File: src/hdl/lsu_defines.svh
// ======================================================================
// Width macros for the load/store unit. The package and the RTL that
// needs raw widths include this file.
// ======================================================================
`ifndef LSU_DEFINES_SVH
`define LSU_DEFINES_SVH

// Bus and register data width
`define LSU_DATA_W 32

// Destination register index width
`define LSU_RF_IDX_W 5

// AHB size field width
`define LSU_HSIZE_W 3

// AHB transfer type field width
`define LSU_HTRANS_W 2

`endif

File: src/hdl/lsu_pkg.sv
// ======================================================================
// Shared types of the load/store unit: data vectors, size and transfer
// codes, and the mapping from access size to AHB hsize.
// ======================================================================
`include "lsu_defines.svh"

package lsu_pkg;

   typedef logic [`LSU_DATA_W-1:0]   word_t;
   typedef logic [`LSU_RF_IDX_W-1:0] rf_idx_t;
   typedef logic [1:0]               byte_off_t;
   typedef logic [`LSU_HSIZE_W-1:0]  hsize_t;

   typedef enum logic [`LSU_HTRANS_W-1:0] {
      HTRANS_IDLE   = 2'b00,
      HTRANS_NONSEQ = 2'b10
   } htrans_t;

   // Same coding as the RISC-V load funct3, bit 2 means unsigned
   typedef enum logic [2:0] {
      LSU_BYTE   = 3'b000,
      LSU_HALF   = 3'b001,
      LSU_WORD   = 3'b010,
      LSU_BYTE_U = 3'b100,
      LSU_HALF_U = 3'b101
   } lsu_size_t;

   // Low two bits already give byte, half or word
   function automatic hsize_t to_hsize(lsu_size_t size);
      return hsize_t'(size[1:0]);
   endfunction

endpackage

File: src/hdl/lsu_dphase_if.sv
// ======================================================================
// Data-phase context of one accepted transfer, handed from the
// address-phase stage to the load unit.
// ======================================================================
`timescale 1ns/100ps

interface lsu_dphase_if;
   import lsu_pkg::*;

   // A transfer is in its data phase
   logic      valid;
   // That transfer is a load
   logic      load;
   byte_off_t offset;
   lsu_size_t size;
   rf_idx_t   rd;

   // Written by the address-phase stage
   modport capture (output valid, load, offset, size, rd);

   // Read by the load unit
   modport extract (input valid, load, offset, size, rd);

endinterface

File: src/hdl/lsu_addr_phase.sv
// ======================================================================
// AHB-Lite address phase of the load/store unit. Drives the bus request,
// steers store data into byte lanes and captures data-phase context.
// ======================================================================
`timescale 1ns/100ps

module lsu_addr_phase (
   input  logic               clk,
   input  logic               rst_n,
   input  logic               req_valid,
   input  logic               req_write,
   input  lsu_pkg::lsu_size_t req_size,
   input  lsu_pkg::word_t     req_addr,
   input  lsu_pkg::word_t     req_wdata,
   input  lsu_pkg::rf_idx_t   req_rd,
   input  logic               hready,
   output lsu_pkg::word_t     haddr,
   output lsu_pkg::htrans_t   htrans,
   output logic               hwrite,
   output lsu_pkg::hsize_t    hsize,
   output lsu_pkg::word_t     hwdata,
   lsu_dphase_if.capture      dp
);
   import lsu_pkg::*;

   logic      accept;
   byte_off_t req_off;
   word_t     wdata_lanes;

   assign accept  = req_valid & hready;
   assign req_off = req_addr[1:0];

   // ====================================================================
   // Address phase
   // ====================================================================
   assign haddr  = req_addr;
   assign htrans = req_valid ? HTRANS_NONSEQ : HTRANS_IDLE;
   assign hwrite = req_write;
   assign hsize  = to_hsize(req_size);

   // ====================================================================
   // Store data steering
   // ====================================================================
   // Unwritten lanes stay zero
   always_comb begin
      wdata_lanes = '0;
      case (req_size)
         LSU_BYTE, LSU_BYTE_U: begin
            wdata_lanes[8*req_off +: 8] = req_wdata[7:0];
         end
         LSU_HALF, LSU_HALF_U: begin
            wdata_lanes[16*req_off[1] +: 16] = req_wdata[15:0];
         end
         default: begin
            wdata_lanes = req_wdata;
         end
      endcase
   end

   // Held for the whole data phase of the store
   always_ff @(posedge clk or negedge rst_n) begin
      if (!rst_n) begin
         hwdata <= '0;
      end else if (accept && req_write) begin
         hwdata <= wdata_lanes;
      end
   end

   // ====================================================================
   // Data-phase context
   // ====================================================================
   // A ready cycle without a request ends the context
   always_ff @(posedge clk or negedge rst_n) begin
      if (!rst_n) begin
         dp.valid <= 1'b0;
         dp.load  <= 1'b0;
      end else if (hready) begin
         dp.valid <= req_valid;
         dp.load  <= req_valid & ~req_write;
      end
   end

   always_ff @(posedge clk) begin
      if (accept) begin
         dp.offset <= req_off;
         dp.size   <= req_size;
         dp.rd     <= req_rd;
      end
   end

   // Requester holds a stalled address phase
   a_addr_hold: assert property (@(posedge clk) disable iff (!rst_n)
      (htrans == HTRANS_NONSEQ && !hready) |=> (htrans == HTRANS_NONSEQ && $stable(haddr)));

   a_half_align: assert property (@(posedge clk) disable iff (!rst_n)
      (req_valid && req_size inside {LSU_HALF, LSU_HALF_U}) |-> !req_addr[0]);

   a_word_align: assert property (@(posedge clk) disable iff (!rst_n)
      (req_valid && req_size == LSU_WORD) |-> (req_addr[1:0] == 2'b00));

endmodule

File: src/hdl/lsu_load_unit.sv
// ======================================================================
// Load data path of the load/store unit. Picks the addressed lane of
// hrdata, extends it and strobes the register write-back.
// ======================================================================
`timescale 1ns/100ps
`include "lsu_defines.svh"

module lsu_load_unit (
   input  logic             clk,
   input  logic             rst_n,
   lsu_dphase_if.extract    dp,
   input  logic             hready,
   input  lsu_pkg::word_t   hrdata,
   output logic             wb_valid,
   output lsu_pkg::rf_idx_t wb_rd,
   output lsu_pkg::word_t   wb_data
);
   import lsu_pkg::*;

   logic [7:0]  byte_lane;
   logic [15:0] half_lane;

   // Lane given by the offset captured in the address phase
   assign byte_lane = hrdata[8*dp.offset +: 8];
   assign half_lane = hrdata[16*dp.offset[1] +: 16];

   // ====================================================================
   // Extension
   // ====================================================================
   always_comb begin
      case (dp.size)
         LSU_BYTE: begin
            wb_data = {{(`LSU_DATA_W-8){byte_lane[7]}}, byte_lane};
         end
         LSU_BYTE_U: begin
            wb_data = {{(`LSU_DATA_W-8){1'b0}}, byte_lane};
         end
         LSU_HALF: begin
            wb_data = {{(`LSU_DATA_W-16){half_lane[15]}}, half_lane};
         end
         LSU_HALF_U: begin
            wb_data = {{(`LSU_DATA_W-16){1'b0}}, half_lane};
         end
         default: begin
            wb_data = hrdata;
         end
      endcase
   end

   // ====================================================================
   // Write-back
   // ====================================================================
   // Load data phase completes on the first ready cycle
   assign wb_valid = dp.valid & dp.load & hready;
   assign wb_rd    = dp.rd;

   // Write-back only for a load whose rd was captured at acceptance
   a_wb_load: assert property (@(posedge clk) disable iff (!rst_n)
      wb_valid |-> (dp.valid && dp.load && !$isunknown(dp.rd)));

endmodule

File: src/hdl/lsu_top.sv
// ======================================================================
// Load/store unit top level with an AHB-Lite style master port.
// Requests come in on req_*, load results leave on wb_*.
// ======================================================================
`timescale 1ns/100ps

module lsu_top (
   input  logic               clk,
   input  logic               rst_n,
   input  logic               req_valid,
   input  logic               req_write,
   input  lsu_pkg::lsu_size_t req_size,
   input  lsu_pkg::word_t     req_addr,
   input  lsu_pkg::word_t     req_wdata,
   input  lsu_pkg::rf_idx_t   req_rd,
   input  logic               hready,
   input  lsu_pkg::word_t     hrdata,
   output lsu_pkg::word_t     haddr,
   output lsu_pkg::htrans_t   htrans,
   output logic               hwrite,
   output lsu_pkg::hsize_t    hsize,
   output lsu_pkg::word_t     hwdata,
   output logic               wb_valid,
   output lsu_pkg::rf_idx_t   wb_rd,
   output lsu_pkg::word_t     wb_data
);

   // Context of the transfer in its data phase
   lsu_dphase_if dp_if ();

   lsu_addr_phase u_addr_phase (
      .clk       (clk),
      .rst_n     (rst_n),
      .req_valid (req_valid),
      .req_write (req_write),
      .req_size  (req_size),
      .req_addr  (req_addr),
      .req_wdata (req_wdata),
      .req_rd    (req_rd),
      .hready    (hready),
      .haddr     (haddr),
      .htrans    (htrans),
      .hwrite    (hwrite),
      .hsize     (hsize),
      .hwdata    (hwdata),
      .dp        (dp_if.capture)
   );

   lsu_load_unit u_load_unit (
      .clk      (clk),
      .rst_n    (rst_n),
      .dp       (dp_if.extract),
      .hready   (hready),
      .hrdata   (hrdata),
      .wb_valid (wb_valid),
      .wb_rd    (wb_rd),
      .wb_data  (wb_data)
   );

endmodule

File: config.mk
export PLATFORM = sky130hd
export DESIGN_NAME = lsu_top
export DESIGN_NICKNAME = d
export VERILOG_FILES = /design/src/hdl/lsu_pkg.sv /design/src/hdl/lsu_dphase_if.sv /design/src/hdl/lsu_addr_phase.sv /design/src/hdl/lsu_load_unit.sv /design/src/hdl/lsu_top.sv
export VERILOG_INCLUDE_DIRS = /design/src /design/src/hdl
export SDC_FILE = /design/constraint.sdc
export NUM_CORES = 1
export LEC_CHECK = 0
export BUFFER_PORTS_ARGS = -buffer_cell sky130_fd_sc_hd__buf_4
export CAP_MARGIN = 20
export CORE_AREA = 2 2 84 86
export CTS_BUF_LIST = sky130_fd_sc_hd__clkbuf_16
export DETAILED_ROUTE_END_ITERATION = 12
export DIE_AREA = 0 0 86 88
export MAX_ROUTING_LAYER = met4
export PLACE_DENSITY = 0.83
export SKIP_CTS_REPAIR_TIMING = 1
export SLEW_MARGIN = 20
export SYNTH_ARGS = -nofsm -noshare
export SYNTH_HDL_FRONTEND = slang
export SYNTH_SLANG_ARGS = --single-unit
File: constraint.sdc
create_clock -name clk -period 3.3 [get_ports clk]
set_input_delay 0.495 -clock clk [delete_from_list [all_inputs] [get_ports clk]]
set_output_delay 0.495 -clock clk [all_outputs]
set_load 0.02 [all_outputs]
==> flow_metrics.py, run 1 <==
metrics = {
    "synthesis": {
        "netlist.area_leader.share": 0.299,
        "synth_largest_area_cell": "dfrtp_1",
        "synth_common_cells": "nand2_1, buf_4, nor2_1",
        "ys_types": 40,
        "yosysWarnings": 0,
        "postSynthCellCount": 338,
        "synth_edf_count": 10,
        "synth_ff_type": "dfrtp_1",
        "ys_seq_area_frac": 0.404,
        "async_reset_ff_frac": 0.773,
        "yosysMostFrequentCell": "nand2_1",
        "synth_area_um2": 2850,
        "synth_area_leaders": "dfrtp_1, edfxtp_1, buf_4, nand2_1, a221oi_1",
        "synth_seq_cells": 44,
        "synth_area_per_cell_um2": 8.43,
    },
    "timing": {
        "setup_tns_ns": 0,
        "slew-limit-headroom": 0.392,
        "rsz0062_at_grt": "false",
        "tightest_slew_ns": 0.912,
        "slew_viol_final": 0,
        "final_hold_viol_count": 0,
        "period_needed_ns": 2.84,
        "finalCritPeriodShare": 0.862,
        "setup_violations": 0,
        "skew_ns": 0,
        "fmax_ghz": 0.352,
    },
    "floorplanning": {
        "rows": 30,
        "die_w_um": 86,
        "die_area_um2": 7570,
        "die_h_um": 88,
        "core_um2": 6640,
        "initial_core_util": 0.429,
        "ioPinCount": 217,
    },
    "flow_run": {
        "maxCapViolCount": 0,
    },
    "power_and_ir_drop": {
        "power.leakage_nw": 1.96,
        "power_density_nw_per_um2": 479,
        "peakVddDrop_uv": 293,
    },
    "placement": {
        "place_inst": 515,
        "dpl_cell_area_um2": 3740,
        "dpl.hpwl_mm": 6.98,
        "port_buffers": 154,
        "place.gp.congestion": 0.851,
    },
    "cells_and_area": {
        "seqCellArea_um2": 1150,
        "layout-drive-gt1-share": 0.391,
        "diodes": 0,
        "nets": 556,
        "nFillCells": 616,
        "multi_input_comb_area_um2": 1280,
        "fin_area_um2": 3910,
        "final_cells": 523,
        "syn2layout_area_growth_pct": 37.1,
    },
    "setup_path": {
        "cp_slowest_cell": "edfxtp_1",
        "worstSetupStartpointType": "flop",
        "arrival_ns": 2.35,
        "worstPathRequired_ns": 2.80,
        "cp-end-kind": "output pin",
        "slowest_delay_ns": 0.73,
        "crit_type": "reg2out",
        "critPathTopFamily": "multiplexers",
        "path_cells": "mux4_2 -> nand2_2 -> o21ai_0 -> mux2_2 -> buf_4",
        "critPathBufInv": 1,
        "crit_fanout": 18,
    },
    "clocking": {
        "clockBufferDepth": 2,
        "clk_latency_ns": 0.28,
        "numCtsBuffers": 5,
        "cts_num_sinks": 44,
        "htree_levels": 2,
        "ctsRootBufferMaster": "clkbuf_16",
        "cts_tree": "yes",
        "clk_pin_slew_ns": 0.06,
    },
    "routing": {
        "first_iter_violations": 175,
        "drc": 0,
        "wirelength_mm": 9.12,
        "vias": 2921,
        "ant_nets": 0,
        "drt_pass1_iterations": 6,
        "detail_route.wl_per_cell_um": 17.4,
        "vias_per_cell": 5.59,
    },
    "min_path": {
        "min_path_type": "in2async",
    },
    "grt": {
        "grt_antenna_before_repair": 0,
        "grt-ovfl-total": 0,
        "grt_pass1_wl_mm": 13.7,
        "grt_max_degree": 41,
        "grtUsageTotal": 0.240,
        "grt_pass1_vias": 2882,
    },
    "status": {
        "status": "finished, final reports clean",
    },
}
-- cell usage in the layout (no fill, tap or decap), types with 2 or more instances in the layout --
master / n
ha_1: 5
nor3_1: 2
nor2b_1: 10
clkbuf_16: 5
buf_4: 157
dfrtp_1: 34
conb_1: 2
a211o_1: 2
edfxtp_1: 10
and3_1: 2
nor2_1: 37
nand2b_1: 2
a222oi_1: 8
inv_1: 6
a221oi_1: 16
a21o_1: 2
o21ai_0: 26
a22oi_1: 7
mux2_2: 6
a21oi_1: 13
nand2_1: 72
-- worst reg2reg max path, cell delays in order (launching register included) --
cell,delay (ns)
dfrtp_1,0.40
nand2_1,0.06
o21ai_0,0.11
-- per-layer routing --
metal	global-route usage	vias up	wire length, um
met5	-	-	0
met3	0.0584	28	992
li1	-	1347	-
met1	0.265	1359	3250
met4	0.117	0	291
met2	0.407	187	4580
-- through the flow --
step           total power, mW  hold slack (ns)  utilization  worst slack, ns
3_3_place_gp              1.31            0.463        0.563            0.845
6_report                  1.87            0.151        0.588            0.456
4_1_cts                   1.88            0.161        0.588            0.465
3_5_place_dp              1.32            0.464        0.563            0.769
5_1_grt                   1.96            0.178        0.588            0.374
2_1_floorplan             1.06            0.199            -             1.19
-- power by group --
| part | internal [mW] | switching, mW |
|---|---|---|
| clock | 0.356 | 0.201 |
| combinational | 0.278 | 0.354 |
| sequential | 0.633 | 0.0499 |
| total | 1.27 | 0.605 |
-- area by class of cell --
type,count,area share
Inverter,6,0.00577
Tap cell,80,0.0256
Sequential cell,44,0.295
Timing Repair Buffer,157,0.302
Clock inverter,3,0.0109
Multi-Input combinational cell,228,0.329
Clock buffer,5,0.0320
-- path summary, 6_finish.rpt --
check                                               startpoint                                   to  slack, ns  cells past startpoint
max in group asynchronous                                rst_n  u_addr_phase.hwdata[12]$_DFFE_PN0P_       2.84                      1
max                        u_addr_phase.dp.offset[1]$_DFFE_PP_                          wb_data[15]       0.46                      5
max reg2reg                u_addr_phase.hwdata[24]$_DFFE_PN0P_  u_addr_phase.hwdata[24]$_DFFE_PN0P_       2.57                      2
min reg2reg                u_addr_phase.hwdata[25]$_DFFE_PN0P_  u_addr_phase.hwdata[25]$_DFFE_PN0P_       0.48                      2
min in group clk                                     req_rd[1]      u_addr_phase.dp.rd[1]$_DFFE_PP_       0.39                      1
min                                                      rst_n   u_addr_phase.hwdata[2]$_DFFE_PN0P_       0.15                      1
-- kinds of logic after synthesis --
logic type               count (synthesis)  share of synthesized area
AO/OA/AOI/OAI                           78                      0.186
flip-flops                              44                      0.404
other                                    1                    0.00132
adder cells (fa/ha/maj)                  5                     0.0220
AND/OR/NAND/NOR                        135                      0.206
multiplexers                             8                     0.0351
buffers and inverters                   67                      0.146
-- sequential cells by signal, summed over array words and instances, names as in the netlist --
signal / cells
u_addr_phase.dp.offset: 2
u_addr_phase.dp.valid: 1
u_addr_phase.dp.load: 1
u_addr_phase.hwdata: 32
u_addr_phase.dp.size: 3
u_addr_phase.dp.rd: 5
(Power assumes the default switching activity.)
==> run 2: changes to the inputs <==
--- a/config.mk
+++ b/config.mk
@@ -14,4 +14,5 @@
 export DIE_AREA = 0 0 86 88
+export GPL_ROUTABILITY_DRIVEN = 0
 export MAX_ROUTING_LAYER = met4
-export PLACE_DENSITY = 0.83
+export PLACE_DENSITY = 0.82
 export SKIP_CTS_REPAIR_TIMING = 1
--- a/constraint.sdc
+++ b/constraint.sdc
@@ -3,2 +3,2 @@
 set_output_delay 0.495 -clock clk [all_outputs]
-set_load 0.02 [all_outputs]
+set_load 0.1 [all_outputs]
==> run 2 against run 1 <==
  * Sequential cell count stayed put
  * Sequential share of layout area unchanged
  * Wire length rose by 2.9%
  * Clock skew did not move
  * Final area unchanged
  * Via count is 0.38% lower
  * Maximum frequency rose by 0.51%
  * Hold slack lost 0.0034 ns
  * Total power up 39%
  * First-iteration DRC count is 7.4% lower
  * Count of clock-buffer cells in the layout unchanged
  * Largest power group is now combinational cells
  * Highest routed layer unchanged
==> flow_metrics.py, run 2 (same netlist as run 1, synthesis figures left out) <==
metrics = {
    "status": {
        "status": "finished, final reports clean",
    },
    "placement": {
        "dpl.hpwl_mm": 7.12,
        "port_buffers": 154,
        "place_inst": 515,
    },
    "timing": {
        "setup_tns_ns": 0,
        "finalCritPeriodShare": 0.858,
        "skew_ns": 0,
        "period_needed_ns": 2.83,
        "fmax_ghz": 0.353,
        "rsz0062_at_grt": "false",
        "tightest_slew_ns": 0.943,
        "setup_violations": 0,
        "slew-limit-headroom": 0.369,
        "final_hold_viol_count": 0,
        "slew_viol_final": 0,
    },
    "floorplanning": {
        "die_area_um2": 7570,
        "die_w_um": 86,
        "rows": 30,
        "core_um2": 6640,
        "initial_core_util": 0.429,
        "die_h_um": 88,
        "ioPinCount": 217,
    },
    "grt": {
        "grtUsageTotal": 0.245,
        "grt_max_degree": 41,
        "grt_antenna_before_repair": 0,
        "gr-usage-met1": 0.294,
        "grt_pass1_wl_mm": 13.9,
        "busiest_layer": "met2",
        "globalRouteMet2Util": 0.390,
        "grt_use_met3": 0.0792,
        "grt_pass1_vias": 2741,
        "grt-ovfl-total": 0,
    },
    "routing": {
        "vias": 2910,
        "wirelength_mm": 9.39,
        "drt_pass1_iterations": 6,
        "vias_per_cell": 5.56,
        "drc": 0,
        "first_iter_violations": 162,
        "detail_route.wl_per_cell_um": 17.9,
        "ant_nets": 0,
    },
    "setup_path": {
        "worstSetupStartpointType": "flop",
        "worstPathRequired_ns": 2.80,
        "crit_type": "reg2out",
        "cp-end-kind": "output pin",
        "arrival_ns": 2.34,
        "crit_fanout": 12,
    },
    "cells_and_area": {
        "utilization": 0.588,
        "largest-register": "u_addr_phase.hwdata",
        "reg.largest.list": "u_addr_phase.hwdata (32), u_addr_phase.dp.rd (5), u_addr_phase.dp.size (3)",
        "largest_register_ffs": 32,
        "nets": 556,
        "final_cells": 523,
        "final_common_cell": "buf_4",
        "syn2layout_area_growth_pct": 37.1,
        "diodes": 0,
        "layout-drive-gt1-share": 0.393,
        "layout_common_cells": "buf_4, nand2_1, nor2_1",
    },
    "clocking": {
        "htree_levels": 2,
        "numCtsBuffers": 5,
        "clockBufferDepth": 2,
        "ctsRootBufferMaster": "clkbuf_16",
        "clk_pin_slew_ns": 0.06,
        "clk_latency_ns": 0.28,
        "cts_num_sinks": 44,
        "cts_tree": "yes",
    },
    "min_path": {
        "min_path_type": "in2async",
    },
    "power_and_ir_drop": {
        "power_density_nw_per_um2": 667,
        "p_seq_frac": 0.260,
        "power_switching_share": 0.512,
        "p_clk_frac": 0.218,
        "p_switching_mw": 1.33,
        "peakVddDrop_uv": 429,
        "power.leakage_nw": 1.96,
        "p_int_mw": 1.27,
        "p_total_mw": 2.60,
        "comb_power_share": 0.522,
    },
    "flow_run": {
        "maxCapViolCount": 0,
    },
}
run 2: path summary, 6_finish.rpt:
kind / from / end / slack [ns] / depth (start not counted)
setup / recovery: u_addr_phase.dp.size[0]$_DFFE_PP_ / wb_data[1] / 0.47 / 5
hold / removal: rst_n / u_addr_phase.hwdata[6]$_DFFE_PN0P_ / 0.15 / 1
setup reg to reg: u_addr_phase.hwdata[28]$_DFFE_PN0P_ / u_addr_phase.hwdata[28]$_DFFE_PN0P_ / 2.58 / 2
hold reg to reg: u_addr_phase.hwdata[31]$_DFFE_PN0P_ / u_addr_phase.hwdata[31]$_DFFE_PN0P_ / 0.48 / 2
max in group asynchronous: rst_n / u_addr_phase.hwdata[15]$_DFFE_PN0P_ / 2.84 / 1
min in group clk: req_rd[2] / u_addr_phase.dp.rd[2]$_DFFE_PP_ / 0.39 / 1
run 2: per-layer routing:
metal	vias up	routed length [um]	part of all wire
met4	0	212	0.023
met2	188	4510	0.48
met3	26	1160	0.12
li1	1342	-	-
met1	1354	3510	0.37
met5	-	0	0
run 2: final cells by class:
| type | count | area, um^2 |
|---|---|---|
| Fill cell | 588 | 2740 |
| Multi-Input combinational cell | 228 | 1280 |
| Timing Repair Buffer | 157 | 1180 |
| Sequential cell | 44 | 1150 |
| Clock buffer | 5 | 125 |
| Tap cell | 80 | 100 |
| Clock inverter | 3 | 42.5 |
| Inverter | 6 | 22.5 |
run 2: power groups by stage:
| stage | clock (mW) | combinational (mW) | sequential, mW |
|---|---|---|---|
| finish | 0.567 | 1.36 | 0.676 |
| global route | 0.602 | 1.40 | 0.684 |
| CTS | 0.579 | 1.36 | 0.675 |
| detailed placement | 0 | 1.36 | 0.683 |
| global placement | 0 | 1.35 | 0.683 |
| floorplan | 0 | 0.705 | 1.18 |
run 2: critical path, stage by stage, from the launching register on:
cell	delay, ns
edfxtp_1	0.56
nor2b_1	0.58
nor2b_1	0.28
a22oi_1	0.30
o21ai_1	0.09
buf_4	0.24
run 2: metrics by stage:
stage	hold slack, ns	setup WS, ns	instance area (um^2)
floorplan	0.199	0.313	2850
global placement	0.464	0.855	3740
detailed placement	0.465	0.811	3740
CTS	0.161	0.494	3910
global route	0.183	0.360	3910
finish	0.148	0.470	3910
==> run 3: changes to the inputs <==
ABC_AREA = 1   (was default)
CORE_AREA = default   (was 2 2 84 86)
CORE_UTILIZATION = 45   (was default)
DIE_AREA = default   (was 0 0 86 88)
PLACE_DENSITY = 0.78   (was 0.82)
==> run 3 against run 2 <==
  * Combinational power grew 10%
  * First-iteration DRC count up 70%
  * Sequential share of layout area decreased by 5.8 points
  * Sequential power up 1%
  * Sequential cell count did not move
  * Synthesized cell count grew 78%
==> flow_metrics.py, run 3 <==
metrics = {
    "status": {
        "status": "finished, final reports clean",
    },
    "setup_path": {
        "r2r_setup_slack_ns": 2.41,
        "r2r-end": "u_addr_phase.hwdata[27]$_DFFE_PN0P_",
        "worstPathRequired_ns": 2.80,
        "path_cells": "inv_1 -> nand3_1 -> nand2_2 -> nand2_4 -> nand3_1 -> buf_4",
        "cp_slowest_cell": "edfxtp_1",
        "crit_fanout": 24,
        "path_common_cell": "nand3_1",
        "crit_type": "reg2out",
        "slowest_delay_ns": 0.73,
        "r2r_start": "u_addr_phase.hwdata[27]$_DFFE_PN0P_",
        "arrival_ns": 2.30,
        "reg2reg_depth": 3,
        "worstSetupStartpointType": "flop",
        "cp-end-kind": "output pin",
    },
    "clocking": {
        "ctsRootBufferMaster": "clkbuf_16",
        "numCtsBuffers": 5,
        "cts_tree": "yes",
        "cts_num_sinks": 44,
        "clk_latency_ns": 0.29,
        "htree_levels": 2,
        "clk_pin_slew_ns": 0.07,
        "clockBufferDepth": 2,
    },
    "floorplanning": {
        "initial_core_util": 0.469,
        "ioPinCount": 217,
        "rows": 33,
        "die_h_um": 95.0,
        "die_area_um2": 9030,
        "core_um2": 8300,
        "die_w_um": 95.0,
    },
    "routing": {
        "wirelength_mm": 10.9,
        "vias": 4028,
        "drt_pass1_iterations": 5,
        "vias_per_cell": 5.01,
        "first_iter_violations": 275,
        "detail_route.wl_per_cell_um": 13.5,
        "ant_nets": 0,
        "drc": 0,
    },
    "synthesis": {
        "synth_largest_area_cell": "dfrtp_1",
        "synth-simple-area-share": 0.459,
        "yosysWarnings": 0,
        "synth_area_leaders": "dfrtp_1, nand2_1, nor2_1, buf_4, edfxtp_1",
        "synth_common_cells": "nand2_1, nor2_1, inv_1",
        "netlist.area_leader.share": 0.219,
        "ys_seq_area_frac": 0.296,
        "synth_area_per_cell_um2": 6.48,
        "synth_edf_count": 10,
        "synth_ff_type": "dfrtp_1",
        "postSynthCellCount": 601,
        "synth_top_family_by_area": "simple AND/OR/NAND/NOR gates",
        "ys_types": 31,
        "synth_seq_cells": 44,
        "synth_compound_area_frac": 0.0212,
        "yosysMostFrequentCell": "nand2_1",
        "synthAdderAreaFrac": 0.0161,
        "synth_mux_area_frac": 0,
        "synthXorXnorAreaFrac": 0,
        "async_reset_ff_frac": 0.773,
        "synth_area_um2": 3890,
    },
    "cells_and_area": {
        "final_cells": 804,
        "nets": 812,
        "layout-drive-gt1-share": 0.278,
        "syn2layout_area_growth_pct": 25.1,
        "largest_register_ffs": 32,
        "layout_common_cells": "nand2_1, buf_4, nor2_1",
        "diodes": 0,
        "reg.largest.list": "u_addr_phase.hwdata (32), u_addr_phase.dp.rd (5), u_addr_phase.dp.size (3)",
        "largest-register": "u_addr_phase.hwdata",
    },
    "grt": {
        "grtUsageTotal": 0.247,
        "grt_pass1_vias": 3617,
        "grt_max_degree": 35,
        "grt_pass1_wl_mm": 16.7,
        "grt-ovfl-total": 0,
        "grt_antenna_before_repair": 0,
    },
    "power_and_ir_drop": {
        "p_total_mw": 2.76,
        "power.leakage_nw": 2.81,
        "power_density_nw_per_um2": 566,
        "peakVddDrop_uv": 295,
    },
    "timing": {
        "final_hold_viol_count": 0,
        "slew-limit-headroom": 0.596,
        "rsz0062_at_grt": "false",
        "setup_tns_ns": 0,
        "fmax_ghz": 0.358,
        "setup_violations": 0,
        "finalCritPeriodShare": 0.847,
        "slew_viol_final": 0,
        "period_needed_ns": 2.79,
        "tightest_slew_ns": 0.607,
        "skew_ns": 0,
        "holdWs_ns": 0.149,
    },
    "placement": {
        "place_inst": 796,
        "dpl.hpwl_mm": 8.45,
        "port_buffers": 154,
    },
    "min_path": {
        "min_path_type": "in2async",
    },
    "flow_run": {
        "maxCapViolCount": 0,
    },
}
run 3: changes by cell type after synthesis, sizes merged, moves of 24 or more:
cell / previous run / this run
nand2: 73 / 159
nor2: 37 / 116
inv: 6 / 83
nand3: 1 / 62
or2: 0 / 26
nand4: 1 / 25
run 3: logic make-up after synthesis:
| group | count (synthesis) |
|---|---|
| fa+ha+maj | 5 |
| buf+inv | 149 |
| simple gates | 389 |
| compound gates | 13 |
| other cells | 1 |
| flops | 44 |
run 3: routing by layer:
layer	up-vias	track usage	wire, um
met3	41	0.0395	833
met1	1808	0.303	4340
met2	182	0.402	5330
met4	0	0.101	368
met5	-	-	0
li1	1997	-	-
run 3: where the power goes:
| group | internal (mW) | switching (mW) |
|---|---|---|
| clock network | 0.360 | 0.215 |
| logic | 0.325 | 1.17 |
| registers | 0.635 | 0.0485 |
| total | 1.32 | 1.44 |
run 3: per-stage QoR:
stage / instance area [um^2] / worst slack, ns / util
finish: 4870 / 0.506 / 0.587
global route: 4870 / 0.354 / 0.587
CTS: 4870 / 0.519 / 0.587
detailed placement: 4700 / 0.833 / 0.566
global placement: 4700 / 0.927 / 0.566
floorplan: 3900 / 1.02 / -
run 3: worst max path at each step:
stage / cells past startpoint / to / startpoint
2_1_floorplan: 2 / wb_valid / hready
3_3_place_gp: 6 / wb_data[11] / u_addr_phase.dp.offset[1]$_DFFE_PP_
3_5_place_dp: 6 / wb_data[22] / u_addr_phase.dp.offset[1]$_DFFE_PP_
4_1_cts: 6 / wb_data[22] / u_addr_phase.dp.offset[1]$_DFFE_PP_
5_1_grt: 6 / wb_data[18] / u_addr_phase.dp.offset[1]$_DFFE_PP_
6_report: 6 / wb_data[22] / u_addr_phase.dp.offset[1]$_DFFE_PP_
run 3: cell type report:
class                   instances  area (um^2)
clock inverters                 3         45.0
multi-input cells             409         1940
well taps                     105          131
clock buffers                   5          125
inverters                      83          314
fillers                       792         3430
flip-flops and latches         44         1150
repair buffers                155         1160
run 3: critical path, delay by kind of cell, from the launching register on:
kind                   cells  cell delay (ns)
buffers and inverters      2             0.62
flip-flops                 1             0.73
AND/OR/NAND/NOR            4             0.65
